===== src/hdl/acq_cfg_pkg.sv =====
package acq_cfg_pkg;

    ////////////////////////////////////////////////////////////
    // fill configuration, held stable for a whole fill
    typedef struct packed {
        logic [23:0] fill_num;         // fill counter from the trigger side
        logic [1:0]  fill_type;
        logic [22:0] num_fill_bursts;  // data records per waveform
        logic [22:0] burst_start_adr;  // in units of 8 DDR3 words
        logic [11:0] num_waveforms;
        logic [21:0] waveform_gap;     // idle cycles between waveforms
        logic [11:0] channel_tag;
    } fill_cfg_t;

    ////////////////////////////////////////////////////////////
    // one ADC sample pair, same bit order as the deserializer output
    typedef struct packed {
        logic [11:0] samp_b;  // newer sample
        logic        ovr_b;   // over-range of samp_b
        logic [11:0] samp_a;  // older sample
        logic        ovr_a;
    } adc_pair_t;

    // four pairs per word, element 0 is the oldest
    typedef adc_pair_t [3:0] adc_word_t;

endpackage


===== src/hdl/acq_rec_pkg.sv =====
package acq_rec_pkg;

    typedef enum logic [3:0] {
        REC_FILL_HDR = 4'd1,
        REC_WAVE_HDR = 4'd2,
        REC_DATA     = 4'd3,
        REC_CHECKSUM = 4'd4
    } rec_tag_e;

    ////////////////////////////////////////////////////////////
    // fill header payload, msb first
    typedef struct packed {
        logic [1:0]  marker;           // 01, never seen in sign-extended data
        logic [1:0]  unused;
        logic        self_trig;        // self-triggered format not built here
        logic        cbuf;
        logic [11:0] channel_tag;
        logic [21:0] waveform_gap;
        logic [11:0] num_waveforms;
        logic [22:0] burst_start_adr;  // ddr address bits 25:3
        logic [2:0]  adr_lsb;          // always zero
        logic [22:0] num_fill_bursts;
        logic        async_fmt;        // 0 for sync fills
        logic [1:0]  fill_type;
        logic [23:0] fill_num;
    } fill_hdr_t;

    // waveform header payload, msb first
    typedef struct packed {
        logic [1:0]  marker;
        logic [11:0] spare;
        logic [3:0]  alarms;           // xadc alarms at header time
        logic [11:0] channel_tag;
        logic [21:0] waveform_gap;
        logic [11:0] current_waveform_num;
        logic [11:0] num_waveforms;
        logic [22:0] burst_start_adr;
        logic [2:0]  adr_lsb;
        logic        reserved;         // room for a 3-bit fill type
        logic [1:0]  fill_type;
        logic [22:0] num_fill_bursts;
    } wave_hdr_t;

    // one 128-bit payload, four ways to read it
    typedef union packed {
        fill_hdr_t         fill;
        wave_hdr_t         wave;
        logic [7:0][15:0]  samples;    // samples[0] oldest
        logic [127:0]      raw;        // checksum view
    } rec_payload_u;

    typedef struct packed {
        rec_tag_e     tag;
        rec_payload_u payload;
    } rec_word_t;

    // ddr3 write command
    typedef struct packed {
        logic [25:0] adr;
        rec_word_t   rec;
    } ddr_wr_t;

endpackage


===== src/hdl/fill_sequencer.sv =====
`timescale 1ns/10ps

module fill_sequencer
    import acq_cfg_pkg::*;
#(
    parameter int FIFO_DEPTH = 8
) (
    input  logic        clk,
    input  logic        rst_n,
    input  logic        start,
    input  fill_cfg_t   cfg,
    input  logic        adc_valid,
    input  logic        credit_return,
    output logic        adc_ready,
    output logic        sel_fill_hdr,
    output logic        sel_wave_hdr,
    output logic        sel_dat,
    output logic        sel_checksum,
    output logic [11:0] wave_num,
    output logic        busy
);

    localparam int CW = $clog2(FIFO_DEPTH + 1);

    typedef enum logic [2:0] {
        S_IDLE, S_FILL_HDR, S_WAVE_HDR, S_DATA, S_GAP, S_CHECKSUM, S_DRAIN
    } state_e;

    state_e        state;
    logic [CW-1:0] credits_q;   // free fifo slots as seen from here
    logic [22:0]   dat_cnt;
    logic [21:0]   gap_cnt;
    logic          has_credit;
    logic          spend;
    logic          last_dat;
    logic          last_wave;
    logic          last_gap;

    ////////////////////////////////////////////////////////////
    // selects, gated by credit
    assign has_credit   = credits_q != '0;
    assign sel_fill_hdr = (state == S_FILL_HDR) && has_credit;
    assign sel_wave_hdr = (state == S_WAVE_HDR) && has_credit;
    assign adc_ready    = (state == S_DATA) && has_credit;
    assign sel_dat      = adc_ready && adc_valid;   // word taken on the select cycle
    assign sel_checksum = (state == S_CHECKSUM) && has_credit;
    assign spend        = sel_fill_hdr | sel_wave_hdr | sel_dat | sel_checksum;

    // a count of zero behaves like one
    assign last_dat  = ({1'b0, dat_cnt} + 24'd1) >= {1'b0, cfg.num_fill_bursts};
    assign last_wave = ({1'b0, wave_num} + 13'd1) >= {1'b0, cfg.num_waveforms};
    assign last_gap  = ({1'b0, gap_cnt} + 23'd1) >= {1'b0, cfg.waveform_gap};

    always_ff @(posedge clk) begin
        if (!rst_n) begin
            credits_q <= CW'(FIFO_DEPTH);
        end else begin
            credits_q <= credits_q + CW'(credit_return) - CW'(spend);
        end
    end

    ////////////////////////////////////////////////////////////
    // fill FSM
    always_ff @(posedge clk) begin
        if (!rst_n) begin
            state    <= S_IDLE;
            busy     <= 1'b0;
            wave_num <= '0;
            dat_cnt  <= '0;
            gap_cnt  <= '0;
        end else begin
            case (state)
                S_IDLE: if (start) begin
                    state    <= S_FILL_HDR;
                    busy     <= 1'b1;
                    wave_num <= '0;
                end
                S_FILL_HDR: if (has_credit) state <= S_WAVE_HDR;
                S_WAVE_HDR: if (has_credit) begin
                    state   <= S_DATA;
                    dat_cnt <= '0;
                end
                S_DATA: if (sel_dat) begin
                    dat_cnt <= dat_cnt + 23'd1;
                    if (last_dat && last_wave) begin
                        state <= S_CHECKSUM;
                    end else if (last_dat) begin
                        wave_num <= wave_num + 12'd1;   // header sees the new number
                        gap_cnt  <= '0;
                        state    <= (cfg.waveform_gap == '0) ? S_WAVE_HDR : S_GAP;
                    end
                end
                S_GAP: begin
                    gap_cnt <= gap_cnt + 22'd1;
                    if (last_gap) state <= S_WAVE_HDR;
                end
                S_CHECKSUM: if (has_credit) state <= S_DRAIN;
                S_DRAIN: if (credits_q == CW'(FIFO_DEPTH)) begin   // every record popped
                    state <= S_IDLE;
                    busy  <= 1'b0;
                end
                default: state <= S_IDLE;
            endcase
        end
    end

    a_sel_onehot: assert property (@(posedge clk) disable iff (!rst_n)
        $onehot0({sel_fill_hdr, sel_wave_hdr, sel_dat, sel_checksum}));

    // fifo returns no more credits than it was given
    a_credit_max: assert property (@(posedge clk) disable iff (!rst_n)
        credits_q <= CW'(FIFO_DEPTH));

endmodule


===== src/hdl/rec_mux.sv =====
`timescale 1ns/10ps

module rec_mux
    import acq_cfg_pkg::*;
    import acq_rec_pkg::*;
(
    input  logic        clk,
    input  logic        rst_n,
    input  fill_cfg_t   cfg,
    input  adc_word_t   adc_word,
    input  logic [3:0]  xadc_alarms,
    input  logic [11:0] wave_num,
    input  logic        sel_fill_hdr,
    input  logic        sel_wave_hdr,
    input  logic        sel_dat,
    input  logic        sel_checksum,
    output rec_word_t   rec,
    output logic        rec_push
);

    fill_hdr_t    fill_hdr;
    wave_hdr_t    wave_hdr;
    rec_payload_u dat_pl;
    logic [127:0] checksum;   // running xor, tag excluded
    logic         any_sel;

    assign any_sel = sel_fill_hdr | sel_wave_hdr | sel_dat | sel_checksum;

    ////////////////////////////////////////////////////////////
    // fill header
    always_comb begin
        fill_hdr                 = '0;   // async, cbuf, self-trig stay 0
        fill_hdr.marker          = 2'b01;
        fill_hdr.channel_tag     = cfg.channel_tag;
        fill_hdr.waveform_gap    = cfg.waveform_gap;
        fill_hdr.num_waveforms   = cfg.num_waveforms;
        fill_hdr.burst_start_adr = cfg.burst_start_adr;
        fill_hdr.num_fill_bursts = cfg.num_fill_bursts;
        fill_hdr.fill_type       = cfg.fill_type;
        fill_hdr.fill_num        = cfg.fill_num;
    end

    ////////////////////////////////////////////////////////////
    // waveform header
    always_comb begin
        wave_hdr                      = '0;
        wave_hdr.marker               = 2'b01;
        wave_hdr.alarms               = xadc_alarms;   // captured with the record
        wave_hdr.channel_tag          = cfg.channel_tag;
        wave_hdr.waveform_gap         = cfg.waveform_gap;
        wave_hdr.current_waveform_num = wave_num;
        wave_hdr.num_waveforms        = cfg.num_waveforms;
        wave_hdr.burst_start_adr      = cfg.burst_start_adr;
        wave_hdr.fill_type            = cfg.fill_type;
        wave_hdr.num_fill_bursts      = cfg.num_fill_bursts;
    end

    ////////////////////////////////////////////////////////////
    // data, over-range dropped, sign into the top nibble
    always_comb begin
        for (int i = 0; i < 4; i++) begin
            dat_pl.samples[2*i]   = {{4{adc_word[i].samp_a[11]}}, adc_word[i].samp_a};
            dat_pl.samples[2*i+1] = {{4{adc_word[i].samp_b[11]}}, adc_word[i].samp_b};
        end
    end

    always_ff @(posedge clk) begin
        if (!rst_n) begin
            rec_push <= 1'b0;
        end else begin
            rec_push <= any_sel;   // one cycle behind the select
        end
    end

    // output record and checksum, one select at a time
    always_ff @(posedge clk) begin
        if (sel_fill_hdr) begin
            rec.tag          <= REC_FILL_HDR;
            rec.payload.fill <= fill_hdr;
            checksum         <= fill_hdr;              // new fill, fresh sum
        end else if (sel_wave_hdr) begin
            rec.tag          <= REC_WAVE_HDR;
            rec.payload.wave <= wave_hdr;
            checksum         <= checksum ^ wave_hdr;
        end else if (sel_dat) begin
            rec.tag          <= REC_DATA;
            rec.payload      <= dat_pl;
            checksum         <= checksum ^ dat_pl.raw;
        end else if (sel_checksum) begin
            rec.tag          <= REC_CHECKSUM;
            rec.payload.raw  <= checksum;
        end
    end

    a_push_follows_sel: assert property (@(posedge clk) disable iff (!rst_n)
        rec_push == $past(any_sel));

endmodule


===== src/hdl/rec_fifo.sv =====
`timescale 1ns/10ps

module rec_fifo
    import acq_rec_pkg::*;
#(
    parameter int FIFO_DEPTH = 8
) (
    input  logic      clk,
    input  logic      rst_n,
    input  rec_word_t rec,
    input  logic      rec_push,
    input  logic      pop,
    output rec_word_t head,
    output logic      not_empty,
    output logic      credit_return
);

    localparam int AW = $clog2(FIFO_DEPTH);

    rec_word_t     mem [FIFO_DEPTH];
    logic [AW-1:0] wr_ptr;   // wraps on its own, depth is a power of two
    logic [AW-1:0] rd_ptr;
    logic [AW:0]   count;
    logic          full;

    assign head          = mem[rd_ptr];
    assign not_empty     = count != '0;
    assign full          = count == (AW + 1)'(FIFO_DEPTH);
    assign credit_return = pop;   // slot freed, hand it back

    ////////////////////////////////////////////////////////////
    // pointers and occupancy
    always_ff @(posedge clk) begin
        if (!rst_n) begin
            wr_ptr <= '0;
            rd_ptr <= '0;
            count  <= '0;
        end else begin
            if (rec_push) wr_ptr <= wr_ptr + 1'b1;
            if (pop)      rd_ptr <= rd_ptr + 1'b1;
            case ({rec_push, pop})
                2'b10:   count <= count + 1'b1;
                2'b01:   count <= count - 1'b1;
                default: count <= count;   // both or neither
            endcase
        end
    end

    // storage
    always_ff @(posedge clk) begin
        if (rec_push) mem[wr_ptr] <= rec;
    end

    // credits upstream keep this from firing
    a_no_overflow: assert property (@(posedge clk) disable iff (!rst_n)
        rec_push |-> !full);

    a_no_underflow: assert property (@(posedge clk) disable iff (!rst_n)
        pop |-> not_empty);

endmodule


===== src/hdl/ddr_burst_writer.sv =====
`timescale 1ns/10ps

module ddr_burst_writer
    import acq_rec_pkg::*;
(
    input  logic      clk,
    input  logic      rst_n,
    input  rec_word_t head,
    input  logic      not_empty,
    input  logic      ddr_ready,
    output logic      pop,
    output ddr_wr_t   ddr_wr,
    output logic      ddr_valid
);

    logic [25:0] adr_cnt;   // next ddr address
    logic [25:0] wr_adr;
    logic        in_fill;   // between fill header and checksum

    // take a record when the command slot is free or draining
    assign pop = not_empty && (!ddr_valid || ddr_ready);

    // fill header restarts the address run
    assign wr_adr = (head.tag == REC_FILL_HDR) ?
                    {head.payload.fill.burst_start_adr, 3'b000} : adr_cnt;

    ////////////////////////////////////////////////////////////
    // command handshake and address counter
    always_ff @(posedge clk) begin
        if (!rst_n) begin
            ddr_valid <= 1'b0;
            adr_cnt   <= '0;
            in_fill   <= 1'b0;
        end else if (pop) begin
            ddr_valid <= 1'b1;
            adr_cnt   <= wr_adr + 26'd1;
            in_fill   <= head.tag != REC_CHECKSUM;   // checksum ends the fill
        end else if (ddr_ready) begin
            ddr_valid <= 1'b0;   // transferred, nothing new
        end
    end

    // held while ddr_ready is low
    always_ff @(posedge clk) begin
        if (pop) begin
            ddr_wr.adr <= wr_adr;
            ddr_wr.rec <= head;
        end
    end

    // record order from the sequencer
    a_hdr_opens_fill: assert property (@(posedge clk) disable iff (!rst_n)
        pop && head.tag == REC_FILL_HDR |-> !in_fill);

    a_rec_inside_fill: assert property (@(posedge clk) disable iff (!rst_n)
        pop && head.tag != REC_FILL_HDR |-> in_fill);

endmodule


===== src/hdl/adc_acq_top.sv =====
`timescale 1ns/10ps

module adc_acq_top
    import acq_cfg_pkg::*;
    import acq_rec_pkg::*;
#(
    parameter int FIFO_DEPTH = 8
) (
    input  logic       clk,
    input  logic       rst_n,
    input  logic       start,
    input  fill_cfg_t  cfg,
    input  logic [3:0] xadc_alarms,
    input  adc_word_t  adc_word,
    input  logic       adc_valid,
    output logic       adc_ready,
    output ddr_wr_t    ddr_wr,
    output logic       ddr_valid,
    input  logic       ddr_ready,
    output logic       busy
);

    logic        sel_fill_hdr;
    logic        sel_wave_hdr;
    logic        sel_dat;
    logic        sel_checksum;
    logic [11:0] wave_num;
    rec_word_t   rec;
    logic        rec_push;
    rec_word_t   head;
    logic        not_empty;
    logic        pop;
    logic        credit_return;

    ////////////////////////////////////////////////////////////
    // producer, formatter, buffer, consumer
    fill_sequencer #(
        .FIFO_DEPTH (FIFO_DEPTH)
    ) fill_sequencer_inst (
        .clk           (clk),
        .rst_n         (rst_n),
        .start         (start),
        .cfg           (cfg),
        .adc_valid     (adc_valid),
        .credit_return (credit_return),
        .adc_ready     (adc_ready),
        .sel_fill_hdr  (sel_fill_hdr),
        .sel_wave_hdr  (sel_wave_hdr),
        .sel_dat       (sel_dat),
        .sel_checksum  (sel_checksum),
        .wave_num      (wave_num),
        .busy          (busy)
    );

    rec_mux rec_mux_inst (
        .clk          (clk),
        .rst_n        (rst_n),
        .cfg          (cfg),
        .adc_word     (adc_word),
        .xadc_alarms  (xadc_alarms),
        .wave_num     (wave_num),
        .sel_fill_hdr (sel_fill_hdr),
        .sel_wave_hdr (sel_wave_hdr),
        .sel_dat      (sel_dat),
        .sel_checksum (sel_checksum),
        .rec          (rec),
        .rec_push     (rec_push)
    );

    rec_fifo #(
        .FIFO_DEPTH (FIFO_DEPTH)   // same depth as the credit pool
    ) rec_fifo_inst (
        .clk           (clk),
        .rst_n         (rst_n),
        .rec           (rec),
        .rec_push      (rec_push),
        .pop           (pop),
        .head          (head),
        .not_empty     (not_empty),
        .credit_return (credit_return)
    );

    ddr_burst_writer ddr_burst_writer_inst (
        .clk       (clk),
        .rst_n     (rst_n),
        .head      (head),
        .not_empty (not_empty),
        .ddr_ready (ddr_ready),
        .pop       (pop),
        .ddr_wr    (ddr_wr),
        .ddr_valid (ddr_valid)
    );

endmodule


===== config.mk =====
export PLATFORM = sky130hd
export DESIGN_NAME = adc_acq_top
export DESIGN_NICKNAME = d
export VERILOG_FILES = /design/src/hdl/acq_cfg_pkg.sv /design/src/hdl/acq_rec_pkg.sv /design/src/hdl/fill_sequencer.sv /design/src/hdl/rec_mux.sv /design/src/hdl/rec_fifo.sv /design/src/hdl/ddr_burst_writer.sv /design/src/hdl/adc_acq_top.sv
export SDC_FILE = /design/constraint.sdc
export NUM_CORES = 2
export LEC_CHECK = 0
export BUFFER_PORTS_ARGS = -buffer_cell sky130_fd_sc_hd__buf_2
export CORE_MARGIN = 2
export CORE_UTILIZATION = 30
export CTS_CLUSTER_SIZE = 30
export DETAILED_ROUTE_END_ITERATION = 8
export GPL_ROUTABILITY_DRIVEN = 0
export PLACE_DENSITY_LB_ADDON = 0.05
export RECOVER_POWER = 25
export SYNTH_ARGS = -nofsm -noshare
export SYNTH_HDL_FRONTEND = slang
export SYNTH_SLANG_ARGS = --single-unit

===== constraint.sdc =====
create_clock -name clk -period 9.3 [get_ports clk]
set_input_delay 1.86 -clock clk [delete_from_list [all_inputs] [get_ports clk]]
set_output_delay 1.86 -clock clk [all_outputs]
set_load 0.005 [all_outputs]

==> results.ini <==
[clock_tree]
clock_sinks=1570
clock-root-buffer=clkbuf_16
cts_hold_buf=0
clk_latency_ps=820
clkSlewWorstSetupHoldPaths_ps=60
cts_made_buffers=182
htree_levels=4
post_cts_buffers=0
cts_tree=built
clockBufferDepth=3
ctsResizeCount=0

[sta]
setup_viol=0
max-slew-margin-rel=0.249
worst_pin_slew_ps=1130
fmax_mhz=185
drv_slew=0
period_minus_slack_ps=5410
setup_tns_ps=0
rsz0062_at_grt=no
fin_ws_ps=3890
hold_viol_final=0
period_share=0.582
clock_skew_ps=29.5

[detailed_routing]
via_per_inst=5.00
routedWlPerCell_um=28.6
wl_um=210000
drt_iter0_drc=2923
drc=0
drt_pass1_iterations=6
vias=36700
drtAntennaViolNets=0

[status]
status=finished clean

[critical_path]
worstSetupStartpointType=flip-flop
cpMaxStageDelayCell=nand2_1
crit_path_end_kind=flip-flop
path_max_fanout=12
crit_top_cell=nand3_1
worst_ep_arrival_time_ps=6130
cp.depth=18
crit_path_max_incr_delay_ps=560
required_ps=10020
r2r_setup_slack_ps=3890
path_buf_inv=1
crit_family=simple AND/OR/NAND/NOR gates
startpoint=fill_sequencer_inst.dat_cnt[0]
r2r-start=fill_sequencer_inst.dat_cnt[0]
r2r_cells=18
crit_type=reg -> reg
r2r_end=fill_sequencer_inst.gap_cnt[7]
crit_path_cell_trace=ha_1 > nand3_1 > nor2_1 > and3_1 > and2_0 > nand3_1 > nor2_1 > xor2_1 > ha_1 > nand3_1 > nor3b_1 > and3_1 > nor3_1 > a211oi_2 > buf_4 > nand2_1 > nand2_1 > a311oi_1

[logic_synthesis]
synth_area_leaders=edfxtp_1, mux4_2, dfxtp_1, mux2_2, nand2_1
synth_cells=3922
async_reset_ff_frac=0
syn_nets=4227
yosysWarnings=0
synth_cell_types=65
synth-seq-cells=1570
synth_top_area_cell=edfxtp_1
yosys.area.top_type_share=0.666
avgSynthCellArea_um2=16.6
synth_area_um2=64900
synth_flop_cell=edfxtp_1
synth_edf_count=1441
ys_seq_area_frac=0.706

[global_route]
antenna_found_initial=73
grt_pass1_vias=37600
grt_pass1_wl_um=295000
grt.total_usage=0.188
grt_overflow=0
grt_start_max_net_pins=149

[power_and_ir_drop]
cellPowerDensity_nw_per_um2=327
p_leak_nw=26.0
ir_worst_vdd_uv=353

[hold_path]
hold_path_startpoint=ddr_burst_writer_inst.adr_cnt[1]
hold_class=reg -> reg
holdPathEnd=ddr_burst_writer_inst.adr_cnt[1]
hold-path-cell-count=2

[floorplanning]
start_util=0.302
rows=170
dieArea_um2=220000
core_um2=215000
pin_count=392
die_h_um=469
die_w_um=469

[place]
dp.cells=6986
pre_cts_ws_ps=3770
io_buffers=382
placed_cell_area_um2=70200
dpl.hpwl_um=131000

[finish]
drive_above_1_share=0.256
fin_nets=4637
postLayoutCellArea_um2=76200
layout.cells.non_filler=7341
area_growth_syn_to_layout_pct=17.4

[flow_run]
max-cap-violations=0

==> logic make-up after synthesis <==
| kind of cell | Yosys count | share of synthesized area |
|---|---|---|
| AO/OA/AOI/OAI | 550 | 0.0530 |
| multiplexers | 499 | 0.130 |
| flip-flops | 1570 | 0.706 |
| AND/OR/NAND/NOR | 707 | 0.0482 |
| XOR/XNOR | 209 | 0.0282 |
| other | 1 | 0.0000577 |
| buffers and inverters | 312 | 0.0197 |
| adder cells (fa/ha/maj) | 74 | 0.0145 |
==> through the flow <==
| step | utilization | hold slack (ps) | total power [mW] |
|---|---|---|---|
| 2_1_floorplan | - | 454 | 15.3 |
| 3_3_place_gp | 0.327 | 462 | 18.1 |
| 3_5_place_dp | 0.327 | 473 | 18.1 |
| 4_1_cts | 0.355 | 485 | 25.5 |
| 5_1_grt | 0.355 | 516 | 26.3 |
| 6_report | 0.355 | 482 | 25.0 |
==> tightest hold or removal path, cell delays in order (launching register included) <==
cell	delay [ps]
dfxtp_1	330
nand2_1	60
a21oi_1	50
==> area by class of cell <==
class                           instances  area (µm²)
Fill cell                           20500      139000
Sequential cell                      1570       45900
Multi-Input combinational cell       2040       18000
Clock buffer                          248        4990
Tap cell                             2838        3550
Timing Repair Buffer                  446        2490
Clock inverter                         87         976
Inverter                               92         358
Antenna cell                           20        50.0
==> report_power, final <==
part | internal, mW | switching, mW | total [mW]
logic | 2.31 | 3.81 | 6.13
clock network | 4.28 | 2.94 | 7.22
registers | 10.4 | 1.19 | 11.6
==> layout by cell type, fill, tap and decap left out, types with 114 or more instances in the layout <==
cell | synthesis | layout
mux2_2 | 152 | 152
nand2_1 | 371 | 370
buf_2 | 63 | 382
dfxtp_1 | 129 | 126
mux4_2 | 262 | 262
clkbuf_16 | 0 | 186
xor2_1 | 149 | 149
o21ai_0 | 198 | 198
a21oi_1 | 136 | 136
nor2_1 | 123 | 114
edfxtp_1 | 1441 | 1441
==> worst max-delay path by stage <==
stage	endpoint
3_5_place_dp	fill_sequencer_inst.gap_cnt[7]
2_1_floorplan	rec_fifo_inst.count[3]
5_1_grt	fill_sequencer_inst.gap_cnt[3]
4_1_cts	fill_sequencer_inst.gap_cnt[7]
3_3_place_gp	fill_sequencer_inst.gap_cnt[7]
6_report	fill_sequencer_inst.gap_cnt[7]
==> routing by layer <==
| layer | GRT usage | share of wire | vias to the layer above |
|---|---|---|---|
| met2 | 0.313 | 0.49 | 858 |
| li1 | - | - | 16300 |
| met4 | 0.0607 | 0.029 | 30 |
| met3 | 0.0323 | 0.042 | 324 |
| met5 | 0 | 0.00090 | - |
| met1 | 0.249 | 0.44 | 19200 |
==> sequential cells by signal (all words and copies together) (netlist names), 3 cells and up, named ones only <==
register	count
rec_mux_inst.rec	131
fill_sequencer_inst.credits_q	4
fill_sequencer_inst.gap_cnt	22
rec_fifo_inst.mem	1048
rec_fifo_inst.wr_ptr	3
fill_sequencer_inst.dat_cnt	23
rec_mux_inst.checksum	127
fill_sequencer_inst.state	3
rec_fifo_inst.rd_ptr	3
ddr_burst_writer_inst.ddr_wr	157
ddr_burst_writer_inst.adr_cnt	26
fill_sequencer_inst.wave_num	12
rec_fifo_inst.count	4
==> synthesized netlist by cell type, types with 5 or more instances <==
cell type / number
nor3b_1: 5
mux4_2: 262
dfxtp_1: 129
a22oi_1: 31
clkbuf_1: 121
a22o_1: 10
buf_1: 30
o211ai_1: 9
a211oi_1: 23
and3_1: 25
edfxtp_1: 1441
a31oi_1: 33
a21o_1: 7
nor4_1: 13
mux2i_1: 84
and2_1: 13
o21a_1: 5
o31ai_1: 5
a221o_1: 9
o2111ai_1: 20
mux2_2: 152
nand4_1: 35
buf_2: 63
nand2b_1: 9
xnor2_1: 60
and4_1: 8
nor3_1: 20
a21oi_1: 136
nand3_1: 65
nor2_1: 123
or3_1: 5
o21ai_0: 198
xor2_1: 149
ha_1: 72
inv_1: 91
nand2_1: 371
a222oi_1: 44
(Power assumes the default switching activity.)
